==> config.mk <==
export PLATFORM = sky130hd
export DESIGN_NAME = core_top
export DESIGN_NICKNAME = d
export VERILOG_FILES = /design/src/core_pkg.sv /design/src/csr_if.sv /design/src/bridge_decoder.sv /design/src/interact_regs.sv /design/src/reset_sequencer.sv /design/src/rtc_seconds.sv /design/src/dataslot_request.sv /design/src/video_formatter.sv /design/src/core_top.sv
export SDC_FILE = /design/constraint.sdc
export NUM_CORES = 2
export LEC_CHECK = 0
export BUFFER_PORTS_ARGS = -buffer_cell sky130_fd_sc_hd__buf_2
export CAP_MARGIN = 10
export CORE_MARGIN = 10
export CORE_UTILIZATION = 56
export DETAILED_ROUTE_END_ITERATION = 12
export PLACE_DENSITY = 0.8
export SLEW_MARGIN = 5
export SYNTH_ARGS = -nofsm -noshare
export SYNTH_HDL_FRONTEND = slang
export SYNTH_SLANG_ARGS = --single-unit
==> constraint.sdc <==
create_clock -name clk_sys_57_12 -period 3.1 [get_ports clk_sys_57_12]
set_input_delay 0.155 -clock clk_sys_57_12 [delete_from_list [all_inputs] [get_ports clk_sys_57_12]]
set_output_delay 0.155 -clock clk_sys_57_12 [all_outputs]
set_load 0.05 [all_outputs]
==> src/core_pkg.sv <==
/*
  shared widths, bridge address map and encodings for the core
  everything runs in the single core clock domain
  eol command view keeps the top 7 bits zero, slot lands in bits 16..13
*/
package core_pkg;

  // bus widths
  localparam int DATA_W          = 32;
  localparam int ADDR_W          = 32;
  localparam int INTERACT_ADDR_W = 6;
  localparam int SLOT_W          = 4;

  ////////////////////////////////////////
  // bridge address map

  localparam logic [ADDR_W-1:0] SETTINGS_BASE = 32'h1000_0000;
  localparam int MENU_RESET_OFFSET  = 0;
  localparam int RESET_PLUS_OFFSET  = 4;
  localparam int SCALER_SLOT_OFFSET = 8;

  // 256 byte window, word index from addr[7:2]
  localparam logic [ADDR_W-1:0] INTERACT_BASE = 32'h1000_0100;

  ////////////////////////////////////////
  // data-slot request codes

  localparam logic [1:0] REQ_READ     = 2'd0;
  localparam logic [1:0] REQ_WRITE    = 2'd1;
  localparam logic [1:0] REQ_GETFILE  = 2'd2;
  localparam logic [1:0] REQ_OPENFILE = 2'd3;

  ////////////////////////////////////////
  // video output word

  // either a pixel colour or the scaler end-of-line command
  typedef union packed {
    struct packed {
      logic [7:0] r;
      logic [7:0] g;
      logic [7:0] b;
    } colour;
    struct packed {
      logic [6:0]        zero_hi;
      logic [SLOT_W-1:0] slot;
      logic [12:0]       zero_lo;
    } eol;
  } pixel_word_u;

endpackage

==> src/csr_if.sv <==
/*
  word access port into the interact register file
  rd in cycle N returns rdata in cycle N+1
*/
`timescale 1ns/10ps

interface csr_if import core_pkg::*; ();

  logic                       wr;
  logic                       rd;
  logic [INTERACT_ADDR_W-1:0] addr;
  logic [DATA_W-1:0]          wdata;
  logic [DATA_W-1:0]          rdata;

  modport host (output wr, rd, addr, wdata, input rdata);
  modport regs (input wr, rd, addr, wdata, output rdata);

endinterface

==> src/bridge_decoder.sv <==
/*
  bridge bus decode for the settings registers and the interact window
  read data follows bridge_rd by exactly one cycle
  menu reset register is write only and reads back 0
*/
`timescale 1ns/10ps

module bridge_decoder
  import core_pkg::*;
(
  input  logic              clk_sys_57_12,
  input  logic              reset,
  input  logic [ADDR_W-1:0] bridge_addr,
  input  logic              bridge_wr,
  input  logic              bridge_rd,
  input  logic [DATA_W-1:0] bridge_wr_data,
  output logic [DATA_W-1:0] bridge_rd_data,
  output logic              bridge_rd_valid,
  output logic              menu_reset,
  output logic              reset_plus_en,
  output logic [SLOT_W-1:0] scaler_slot,
  csr_if.host               csr
);

  localparam logic [ADDR_W-1:0] MENU_ADDR   = SETTINGS_BASE + MENU_RESET_OFFSET;
  localparam logic [ADDR_W-1:0] PLUS_ADDR   = SETTINGS_BASE + RESET_PLUS_OFFSET;
  localparam logic [ADDR_W-1:0] SCALER_ADDR = SETTINGS_BASE + SCALER_SLOT_OFFSET;

  logic              interact_hit;
  logic              interact_sel;
  logic [DATA_W-1:0] settings_rdata;

  assign interact_hit = bridge_addr[ADDR_W-1:8] == INTERACT_BASE[ADDR_W-1:8];

  // interact accesses go straight through
  assign csr.wr    = bridge_wr && interact_hit;
  assign csr.rd    = bridge_rd && interact_hit;
  assign csr.addr  = bridge_addr[INTERACT_ADDR_W+1:2];
  assign csr.wdata = bridge_wr_data;

  // single cycle, same as the write strobe
  assign menu_reset = bridge_wr && bridge_addr == MENU_ADDR;

  ////////////////////////////////////////
  // settings registers

  always_ff @(posedge clk_sys_57_12) begin
    if (reset) begin
      reset_plus_en   <= 1'b0;
      scaler_slot     <= '0;
      bridge_rd_valid <= 1'b0;
    end else begin
      bridge_rd_valid <= bridge_rd;
      if (bridge_wr && bridge_addr == PLUS_ADDR) begin
        reset_plus_en <= bridge_wr_data[0];
      end
      if (bridge_wr && bridge_addr == SCALER_ADDR) begin
        scaler_slot <= bridge_wr_data[SLOT_W-1:0];
      end
    end
  end

  // read select lines up with the file's registered rdata
  always_ff @(posedge clk_sys_57_12) begin
    interact_sel   <= interact_hit;
    settings_rdata <= '0;
    if (bridge_addr == PLUS_ADDR) begin
      settings_rdata <= {{(DATA_W-1){1'b0}}, reset_plus_en};
    end else if (bridge_addr == SCALER_ADDR) begin
      settings_rdata <= {{(DATA_W-SLOT_W){1'b0}}, scaler_slot};
    end
  end

  assign bridge_rd_data = interact_sel ? csr.rdata : settings_rdata;

endmodule

==> src/interact_regs.sv <==
/*
  64 x 32 interact register file, no reset on contents
  a same cycle read returns the old word
*/
`timescale 1ns/10ps

module interact_regs
  import core_pkg::*;
(
  input logic clk_sys_57_12,
  csr_if.regs csr
);

  localparam int DEPTH = 1 << INTERACT_ADDR_W;

  logic [DATA_W-1:0] mem [DEPTH];

  always_ff @(posedge clk_sys_57_12) begin
    if (csr.wr) begin
      mem[csr.addr] <= csr.wdata;
    end
    // registered read, one cycle behind rd
    if (csr.rd) begin
      csr.rdata <= mem[csr.addr];
    end
  end

endmodule

==> src/reset_sequencer.sv <==
/*
  core reset hold timer, started by menu write or start button
  button is asynchronous, so 3-4 cycles of latency before the hold starts
  a new start while holding restarts the count
*/
`timescale 1ns/10ps

module reset_sequencer #(
  parameter int RESET_HOLD = 65535
) (
  input  logic clk_sys_57_12,
  input  logic reset,
  input  logic menu_reset,
  input  logic reset_plus_en,
  input  logic start_button,
  output logic core_reset
);

  localparam int HOLD_W = $clog2(RESET_HOLD + 1);

  logic [2:0]        button_sync;
  logic              button_prev;
  logic              button_rise;
  logic [HOLD_W-1:0] hold_count;

  // button only counts with enable-plus set
  assign button_rise = button_sync[2] && !button_prev && reset_plus_en;

  always_ff @(posedge clk_sys_57_12) begin
    if (reset) begin
      button_sync <= '0;
      button_prev <= 1'b0;
      hold_count  <= '0;
    end else begin
      button_sync <= {button_sync[1:0], start_button};
      button_prev <= button_sync[2];
      if (menu_reset || button_rise) begin
        hold_count <= HOLD_W'(RESET_HOLD);
      end else if (hold_count != '0) begin
        hold_count <= hold_count - 1'b1;
      end
    end
  end

  assign core_reset = reset || hold_count != '0;

endmodule

==> src/rtc_seconds.sv <==
/*
  seconds counter, loaded from the rtc epoch on a rising rtc_valid
  counts from 0 after reset until the first epoch arrives
*/
`timescale 1ns/10ps

module rtc_seconds
  import core_pkg::*;
#(
  parameter int TICKS_PER_SECOND = 57_120_000
) (
  input  logic              clk_sys_57_12,
  input  logic              reset,
  input  logic              rtc_valid,
  input  logic [DATA_W-1:0] rtc_epoch,
  output logic [DATA_W-1:0] rtc_seconds
);

  localparam int TICK_W = $clog2(TICKS_PER_SECOND);

  logic              valid_prev;
  logic [TICK_W-1:0] tick_count;

  always_ff @(posedge clk_sys_57_12) begin
    if (reset) begin
      valid_prev  <= 1'b0;
      tick_count  <= '0;
      rtc_seconds <= '0;
    end else begin
      valid_prev <= rtc_valid;
      if (rtc_valid && !valid_prev) begin
        // fresh epoch restarts the second
        rtc_seconds <= rtc_epoch;
        tick_count  <= '0;
      end else if (tick_count == TICK_W'(TICKS_PER_SECOND - 1)) begin
        rtc_seconds <= rtc_seconds + 1'b1;
        tick_count  <= '0;
      end else begin
        tick_count <= tick_count + 1'b1;
      end
    end
  end

endmodule

==> src/dataslot_request.sv <==
/*
  turns four data-slot request levels into one valid/ready request
  read > write > getfile > openfile when edges coincide
  edges that arrive while a request is pending are dropped
*/
`timescale 1ns/10ps

module dataslot_request
  import core_pkg::*;
(
  input  logic       clk_sys_57_12,
  input  logic       reset,
  input  logic       slot_read,
  input  logic       slot_write,
  input  logic       slot_getfile,
  input  logic       slot_openfile,
  input  logic       request_ready,
  output logic       request_valid,
  output logic [1:0] request_kind
);

  logic [3:0] level;
  logic [3:0] level_prev;
  logic [3:0] rise;

  // bit order matches the request codes
  assign level = {slot_openfile, slot_getfile, slot_write, slot_read};
  assign rise  = level & ~level_prev;

  always_ff @(posedge clk_sys_57_12) begin
    if (reset) begin
      level_prev    <= '0;
      request_valid <= 1'b0;
    end else begin
      level_prev <= level;
      if (request_valid) begin
        if (request_ready) begin
          request_valid <= 1'b0;
        end
      end else if (rise != '0) begin
        request_valid <= 1'b1;
      end
    end
  end

  // kind only changes while idle, so it stays stable until accepted
  always_ff @(posedge clk_sys_57_12) begin
    if (!request_valid) begin
      if (rise[0]) begin
        request_kind <= REQ_READ;
      end else if (rise[1]) begin
        request_kind <= REQ_WRITE;
      end else if (rise[2]) begin
        request_kind <= REQ_GETFILE;
      end else if (rise[3]) begin
        request_kind <= REQ_OPENFILE;
      end
    end
  end

endmodule

==> src/video_formatter.sv <==
/*
  rgb565 to rgb888 output formatter for the scaler
  slot bit 3 set: colour passes through in the same cycle
  otherwise colour is one cycle late, with black bars and an eol command
  sync outputs are always one cycle late
*/
`timescale 1ns/10ps

module video_formatter
  import core_pkg::*;
(
  input  logic              clk_sys_57_12,
  input  logic              reset,
  input  logic [15:0]       rgb565,
  input  logic              de,
  input  logic              hsync,
  input  logic              vsync,
  input  logic [SLOT_W-1:0] scaler_slot,
  output pixel_word_u       video_rgb,
  output logic              video_de,
  output logic              video_hs,
  output logic              video_vs
);

  logic        pass_through;
  pixel_word_u colour_now;
  pixel_word_u colour_delay;
  logic        de_d1;
  logic        de_d2;

  assign pass_through = scaler_slot[SLOT_W-1];

  // repeat top bits into the new low bits so full scale stays full scale
  always_comb begin
    colour_now          = '0;
    colour_now.colour.r = {rgb565[15:11], rgb565[15:13]};
    colour_now.colour.g = {rgb565[10:5], rgb565[10:9]};
    colour_now.colour.b = {rgb565[4:0], rgb565[4:2]};
  end

  always_ff @(posedge clk_sys_57_12) begin
    if (reset) begin
      de_d1    <= 1'b0;
      de_d2    <= 1'b0;
      video_hs <= 1'b0;
      video_vs <= 1'b0;
    end else begin
      de_d1    <= de;
      de_d2    <= de_d1;
      video_hs <= hsync;
      video_vs <= vsync;
    end
  end

  always_ff @(posedge clk_sys_57_12) begin
    colour_delay <= colour_now;
  end

  ////////////////////////////////////////
  // output word select

  // de stretched by one cycle each side in delayed mode
  assign video_de = de || (!pass_through && de_d2);

  always_comb begin
    video_rgb = '0;
    if (pass_through) begin
      if (de) begin
        video_rgb = colour_now;
      end
    end else if (de_d1) begin
      video_rgb = colour_delay;
    end else if (de_d2) begin
      // first cycle after the line
      video_rgb.eol.slot = scaler_slot;
    end
  end

endmodule

==> src/core_top.sv <==
/*
  core top level, everything on clk_sys_57_12
  bridge is assumed synchronous to the core clock
  only start_button is treated as asynchronous
*/
`timescale 1ns/10ps

module core_top
  import core_pkg::*;
#(
  parameter int TICKS_PER_SECOND = 57_120_000,
  parameter int RESET_HOLD       = 65535
) (
  input  logic              clk_sys_57_12,
  input  logic              reset,
  // bridge bus
  input  logic [ADDR_W-1:0] bridge_addr,
  input  logic              bridge_wr,
  input  logic              bridge_rd,
  input  logic [DATA_W-1:0] bridge_wr_data,
  output logic [DATA_W-1:0] bridge_rd_data,
  output logic              bridge_rd_valid,
  // reset control
  input  logic              start_button,
  output logic              core_reset,
  // real-time clock
  input  logic              rtc_valid,
  input  logic [DATA_W-1:0] rtc_epoch,
  output logic [DATA_W-1:0] rtc_seconds,
  // data-slot requests
  input  logic              slot_read,
  input  logic              slot_write,
  input  logic              slot_getfile,
  input  logic              slot_openfile,
  output logic              request_valid,
  output logic [1:0]        request_kind,
  input  logic              request_ready,
  // video
  input  logic [15:0]       rgb565,
  input  logic              de,
  input  logic              hsync,
  input  logic              vsync,
  output pixel_word_u       video_rgb,
  output logic              video_de,
  output logic              video_hs,
  output logic              video_vs
);

  logic              menu_reset;
  logic              reset_plus_en;
  logic [SLOT_W-1:0] scaler_slot;

  csr_if csr ();

  ////////////////////////////////////////
  // bridge side

  bridge_decoder i_bridge_decoder (
    .clk_sys_57_12  (clk_sys_57_12),
    .reset          (reset),
    .bridge_addr    (bridge_addr),
    .bridge_wr      (bridge_wr),
    .bridge_rd      (bridge_rd),
    .bridge_wr_data (bridge_wr_data),
    .bridge_rd_data (bridge_rd_data),
    .bridge_rd_valid(bridge_rd_valid),
    .menu_reset     (menu_reset),
    .reset_plus_en  (reset_plus_en),
    .scaler_slot    (scaler_slot),
    .csr            (csr.host)
  );

  interact_regs i_interact_regs (
    .clk_sys_57_12(clk_sys_57_12),
    .csr          (csr.regs)
  );

  ////////////////////////////////////////
  // core services

  reset_sequencer #(
    .RESET_HOLD(RESET_HOLD)
  ) i_reset_sequencer (
    .clk_sys_57_12(clk_sys_57_12),
    .reset        (reset),
    .menu_reset   (menu_reset),
    .reset_plus_en(reset_plus_en),
    .start_button (start_button),
    .core_reset   (core_reset)
  );

  rtc_seconds #(
    .TICKS_PER_SECOND(TICKS_PER_SECOND)
  ) i_rtc_seconds (
    .clk_sys_57_12(clk_sys_57_12),
    .reset        (reset),
    .rtc_valid    (rtc_valid),
    .rtc_epoch    (rtc_epoch),
    .rtc_seconds  (rtc_seconds)
  );

  dataslot_request i_dataslot_request (
    .clk_sys_57_12(clk_sys_57_12),
    .reset        (reset),
    .slot_read    (slot_read),
    .slot_write   (slot_write),
    .slot_getfile (slot_getfile),
    .slot_openfile(slot_openfile),
    .request_ready(request_ready),
    .request_valid(request_valid),
    .request_kind (request_kind)
  );

  video_formatter i_video_formatter (
    .clk_sys_57_12(clk_sys_57_12),
    .reset        (reset),
    .rgb565       (rgb565),
    .de           (de),
    .hsync        (hsync),
    .vsync        (vsync),
    .scaler_slot  (scaler_slot),
    .video_rgb    (video_rgb),
    .video_de     (video_de),
    .video_hs     (video_hs),
    .video_vs     (video_vs)
  );

endmodule

* Yosys cells after proc, flatten, opt, wreduce, memory -nomap -nowiden *
Memories as Yosys holds them, arrays and structs flattened. A register that Yosys moved wholly into a read port is not among the register bits.
Cells that the tools add are included.

operators by class
  shift-type cells = 0
  reductions and logical operators = 23
  eq/ne operators = 5
  $lt $le $gt $ge = 0
  div/mod/pow operators = 0
  bitwise operators = 4
  mux-type cells = 21
  multipliers = 0
  $add $sub $neg = 3

operators by type and width
  kind                                                 number
  == test 32 x 29 -> 1 bit (second input constant)     3
  two-way mux 32 bit                                   3
  two-way mux 24 bit                                   2
  adder 32 x 1 -> 32 bit (second input constant)       1
  two-way mux 16 bit                                   2
  adder 26 x 1 -> 26 bit (second input constant)       1
  == test 26 bit (second input constant)               1
  == test 24 x 21 -> 1 bit (second input constant)     1
  nonzero test 16 bit                                  1
  subtractor 16 x 1 -> 16 bit (second input constant)  1
  two-way mux 13 bit                                   1
  logical AND 1 bit                                    9
  two-way mux 1 bit                                    8
  two-way mux 7 bit                                    1
  bitwise AND 4 bit                                    1
  two-way mux 2 bit                                    2
  two-way mux 4 bit                                    1
  NOT 4 bit                                            1
  nonzero test 2 bit                                   2
  nonzero test 4 bit                                   1
  OR reduction 2 bit                                   2
  logical NOT 1 bit                                    3
  logical OR 1 bit                                     3
  two-way mux 3 bit                                    1
  other kinds (3)                                      4

word-level totals
  RAM bits = 2,048
  bits in latches = 0
  bits in read-only memories = 0
  memories kept = 1
  register bits after elaboration = 153

memories
  memory               words  bits a word  rd ports  clocked after memory_dff  write ports  line                 RTL
  i_interact_regs.mem  64     32           1         1                         1            interact_regs.sv:16  logic [DATA_W-1:0] mem [DEPTH];

* Logic depth before layout (Yosys ltp) *
  word-level depth = 5
  depth in mapped cells = 10
  mapped depth without buffers = 8

* Modules after synthesis *
Synthesis repeated with hierarchy kept, for this count alone.

unflattened totals
  cells, all modules = 4,942
  area total of the unflattened synthesis = 85,548.3 um^2

by module, submodules not included
  module            instances  cells an instance  area each (um^2)
  interact_regs     1          4,239              79,248.5
  rtc_seconds       1          382                3,231.8
  bridge_decoder    1          127                1,086.0
  reset_sequencer   1          112                991.0
  video_formatter   1          59                 709.4
  dataslot_request  1          23                 281.5

* Least setup slack after synthesis *
Ideal clock, no wire load.

  path type = in2reg
  start point = in bridge_addr[4]
  end point = mem i_interact_regs.mem[11][0], enable pin
  setup time = 0.421 ns
  arrival time = 2.872 ns
  data required time = 2.679 ns
  slack = -0.194 ns
  stages = 6
  cells stage by stage = buf_2 buf_2 clkbuf_1 nor4_1 nand3_1 nor2_1

RTL lines
  what             line                 RTL
  start, declared  core_top.sv:17       input logic [ADDR_W-1:0] bridge_addr,
  end, declared    interact_regs.sv:16

Straight into the memory's write port.

* Worst setup path in the final report *
  start point = reg i_reset_sequencer.hold_count[7]
  end point = out core_reset

between the ends
  word-level cells in the longest chain between the ends = 2

RTL lines
  what                    line                   RTL
  start, declared         reset_sequencer.sv:24  logic [HOLD_W-1:0] hold_count;
  start signal, assigned  reset_sequencer.sv:38  hold_count <= HOLD_W'(RESET_HOLD);
  start signal, assigned  reset_sequencer.sv:40  hold_count <= hold_count - 1'b1;
  nonzero test 16 bit     reset_sequencer.sv:45  assign core_reset = reset || hold_count != '0;
  logical OR 1 bit        reset_sequencer.sv:45
  end, declared           core_top.sv:25         output logic core_reset,

Every way passes these cells.

==> reports/results.tsv <==
stage	metric	value	unit
sta	Slew HR	13.6	%
synthesis	Syn Inst Count	3933	
cells_and_area	Final Instance Count excl. Fillers	6710	
worst_hold_path	Hold Path Cell Cnt	7	
synthesis	synth top area cells	edfxtp_1, mux4_2, dfxtp_1	
power_and_ir_drop	Peak VDD IR	0.506	mV
worst_hold_path	Hold Startpoint	bridge_addr[19]	
detailed_routing	# DRC	0	
sta	Final WS setup	211	ps
detailed_routing	DR WL/cell	36.2	um
floorplan	die span in x	409	um
cts	H-tree levels	4	
sta	clock skew	45.0	ps
detailed_routing	vias per cell	6.82	
cts	clk root buf	clkbuf_16	
synthesis	Synth top area share	73.8	%
sta	final period utilization	93.2	%
synthesis	yosys warns	0	
cts	Clk Latency, worst-skew pair	830	ps
synthesis	syn nets	4062	
cts	clock buffer depth	3	
cells_and_area	Multi-input gate area	19000	sq um
critical_path	RR Endpoint	i_rtc_seconds.rtc_seconds[9]	
sta	Worst Tran Pin Value	1300	ps
placed_design	Placer Congestion	0.857	
floorplan	# IOs	222	
critical_path	crit path launch type	register	
sta	Pins Over Slew Limit	0	
critical_path	WS Path Type	register to primary output	
synthesis	synth unique cells	71	
floorplan	DIE AREA	167000	sq um
cells_and_area	Synth-to-Final Area Change	16.5	%
grt	initial antenna violation count	12	
detailed_routing	1st-iter DRT viols	7293	
cells_and_area	fill count	8886	
worst_hold_path	Hold Crit Class	primary input to register	
outcome	status	complete, no violations	
sta	final hold vios	0	
grt	grt ovf	0	
synthesis	Post-synth EDFFs	2082	
synthesis	Synth Flop Type	edfxtp_1	
placed_design	Cells after DPL	6226	
power_and_ir_drop	power consumption	60900	uW
detailed_routing	via count	45800	
detailed_routing	routed wire length	243000	um
grt	largest net degree at the start of global routing	67	
cts	Clock Sinks	2197	
cts	Reg clk slew, reported paths	60	ps
critical_path	Critical Path RT	2940	ps
synthesis	Yosys reg bits	2197	
job	max-cap violations	0	
placed_design	pre-CTS setup slack	126	ps
sta	Final setup viols	0	
critical_path	CP Data Arrival Time	2730	ps
power_and_ir_drop	Leak	0.0321	uW
critical_path	R2R cell count	8	
sta	Peak Freq	0.346	GHz
sta	minimum clock period	2890	ps
detailed_routing	drt first pass iters	6	
power_and_ir_drop	PD cells	618	nW/um^2
detailed_routing	DRT antenna net count	0	
grt	number of global-route vias before repair	46800	
cts	cts repair resizes	0	
floorplan	Cell Rows	142	
floorplan	core box area	150000	sq um
synthesis	asr flop ratio synth	0	%
grt	Total GRT Usage	28.8	%
critical_path	Reg2Reg Setup Slack	400	ps
critical_path	Critical Path Sink Type	primary output	
critical_path	crit path max fanout	5	
cts	Hold-fix buffers, CTS	94	
synthesis	largest area contributor in the netlist	edfxtp_1	
sta	RSZ-0062 raised after global routing	false	
floorplan	die height	409	um
critical_path	RR Startpoint	i_rtc_seconds.tick_count[0]	
worst_hold_path	Hold EP	i_bridge_decoder.scaler_slot[2]	
cells_and_area	register area	64800	sq um
cells_and_area	Final #Nets	4648	
floorplan	initial core utilization	56.4	%
grt	first-pass GRT wire length	347000	um
cts	CTS tree	built	
synthesis	Syn Area/Cell	21.5	sq um
placed_design	IO buf count	221	
cts	Num CTS Buffers	203	
placed_design	hpwl dp	137000	um
cts	Post-CTS Repair Setup Buffers	0	
synthesis	sequential-to-total area share from yosys stat	76.5	%
synthesis	area of the mapped netlist	84700	sq um
cells_and_area	layout cells sized above 1	28.6	%
critical path: stages (launching register included):
cell and delay (ps):
dfxtp_1 350, or4_4 570, or3_4 430, or3_1 330, buf_2 230
routing by layer:
layer,part of all wire [%],wire [um],global-route usage [%]
met5,0.035,85,0
met3,14,34800,8.57
met2,47,114000,44.8
met1,33,80000,37.2
met4,5.8,14200,14.4
worst max-delay path by stage:
stage / from / endpoint / slack [ps] / depth (start not counted)
floorplan: bridge_addr[4] / i_interact_regs.mem[11][0] / -190 / 6
global placement: bridge_addr[2] / i_interact_regs.csr.rdata[22] / 200 / 8
detailed placement: bridge_addr[2] / i_interact_regs.csr.rdata[22] / 130 / 8
CTS: i_reset_sequencer.hold_count[7] / core_reset / 170 / 4
global route: i_reset_sequencer.hold_count[7] / core_reset / 150 / 4
finish: i_reset_sequencer.hold_count[7] / core_reset / 210 / 4
placed cells by master, fill, tap and decap left out, types with 31 or more instances in the layout:
cell type | netlist | final
o22ai_1 | 80 | 80
mux4_1 | 38 | 38
clkbuf_1 | 58 | 49
clkinv_2 | 0 | 31
dfxtp_1 | 115 | 114
a21oi_1 | 39 | 39
nand2_1 | 67 | 64
nor2_1 | 167 | 103
xnor2_1 | 33 | 33
buf_4 | 34 | 151
buf_2 | 56 | 217
and2_1 | 36 | 36
dlygate4sd3_1 | 0 | 99
clkinv_1 | 0 | 53
nor2_4 | 0 | 64
edfxtp_1 | 2082 | 2082
buf_12 | 1 | 127
clkbuf_16 | 0 | 205
mux2i_1 | 190 | 190
mux4_2 | 479 | 479
power by group:
part	switching [uW]	total (uW)	internal (uW)
Clock	11000	24500	13500
Combinational	2250	3720	1470
Sequential	117	32700	32600
synthesized netlist by cell type (4+ instances only):
| master | count |
|---|---|
| edfxtp_1 | 2082 |
| mux4_2 | 479 |
| mux2i_1 | 190 |
| nor2_1 | 167 |
| dfxtp_1 | 115 |
| o22ai_1 | 80 |
| nand2_1 | 67 |
| clkbuf_1 | 58 |
| buf_2 | 56 |
| a21oi_1 | 39 |
| mux4_1 | 38 |
| and2_1 | 36 |
| buf_4 | 34 |
| buf_6 | 34 |
| xnor2_1 | 33 |
| a22oi_1 | 29 |
| nand3_1 | 29 |
| nor2b_1 | 28 |
| xor2_1 | 28 |
| buf_1 | 26 |
| a211oi_1 | 25 |
| nor3_1 | 24 |
| a22o_1 | 21 |
| nand4_1 | 19 |
| or4_1 | 18 |
| inv_1 | 17 |
| nand2b_1 | 15 |
| a221oi_1 | 12 |
| nor4_1 | 11 |
| o21ai_0 | 11 |
| and3_1 | 10 |
| or3_1 | 9 |
| and4_1 | 8 |
| mux2_2 | 8 |
| o221ai_1 | 7 |
| o32ai_1 | 6 |
| a31oi_1 | 5 |
| nor4b_1 | 5 |
| a311oi_1 | 4 |
flip-flops by register name, indices dropped and copies added, names as in the netlist, 2 cells and up:
| register | count |
|---|---|
| i_reset_sequencer.hold_count | 16 |
| i_rtc_seconds.rtc_seconds | 32 |
| i_interact_regs.mem | 2048 |
| i_dataslot_request.level_prev | 4 |
| i_rtc_seconds.tick_count | 26 |
| i_bridge_decoder.scaler_slot | 4 |
| i_video_formatter.colour_delay | 16 |
| i_bridge_decoder.settings_rdata | 4 |
| i_interact_regs.csr.rdata | 32 |
| i_reset_sequencer.button_sync | 3 |
| i_dataslot_request.request_kind | 2 |
per-stage QoR:
step / utilization [%] / cell area (sq um) / hold slack [ps] / TNS, ps
3_3_place_gp: 60.7 / 91100 / 275 / 0
3_5_place_dp: 60.7 / 91100 / 274 / 0
4_1_cts: 65.6 / 98500 / 0.915 / 0
5_1_grt: 65.7 / 98700 / 40.0 / 0
2_1_floorplan: - / 84700 / 183 / -219200
6_report: 65.7 / 98700 / 37.9 / 0
kinds of logic (layout without fill, tap and decap cells):
kind of cell	Yosys count	in the layout	share of synthesized area, %
compound gates	255	255	2.08
xor+xnor	61	61	0.631
fa+ha+maj	3	3	0.0443
buf+inv	233	989	1.66
flops	2197	2197	76.5
mux	715	715	16.3
other cells	0	5	0
simple gates	469	469	2.81
area by class of cell:
cell class / instances / share of cell area, %
sequential: 2197 / 65.7
multi-input combinational: 1503 / 19.2
timing repair buffer: 597 / 5.88
clock buffer: 255 / 5.40
tap: 2016 / 2.56
clock inverter: 120 / 1.15
inverter: 17 / 0.0647
antenna: 5 / 0.0127
Note: power is estimated with default switching activity, not from simulation.
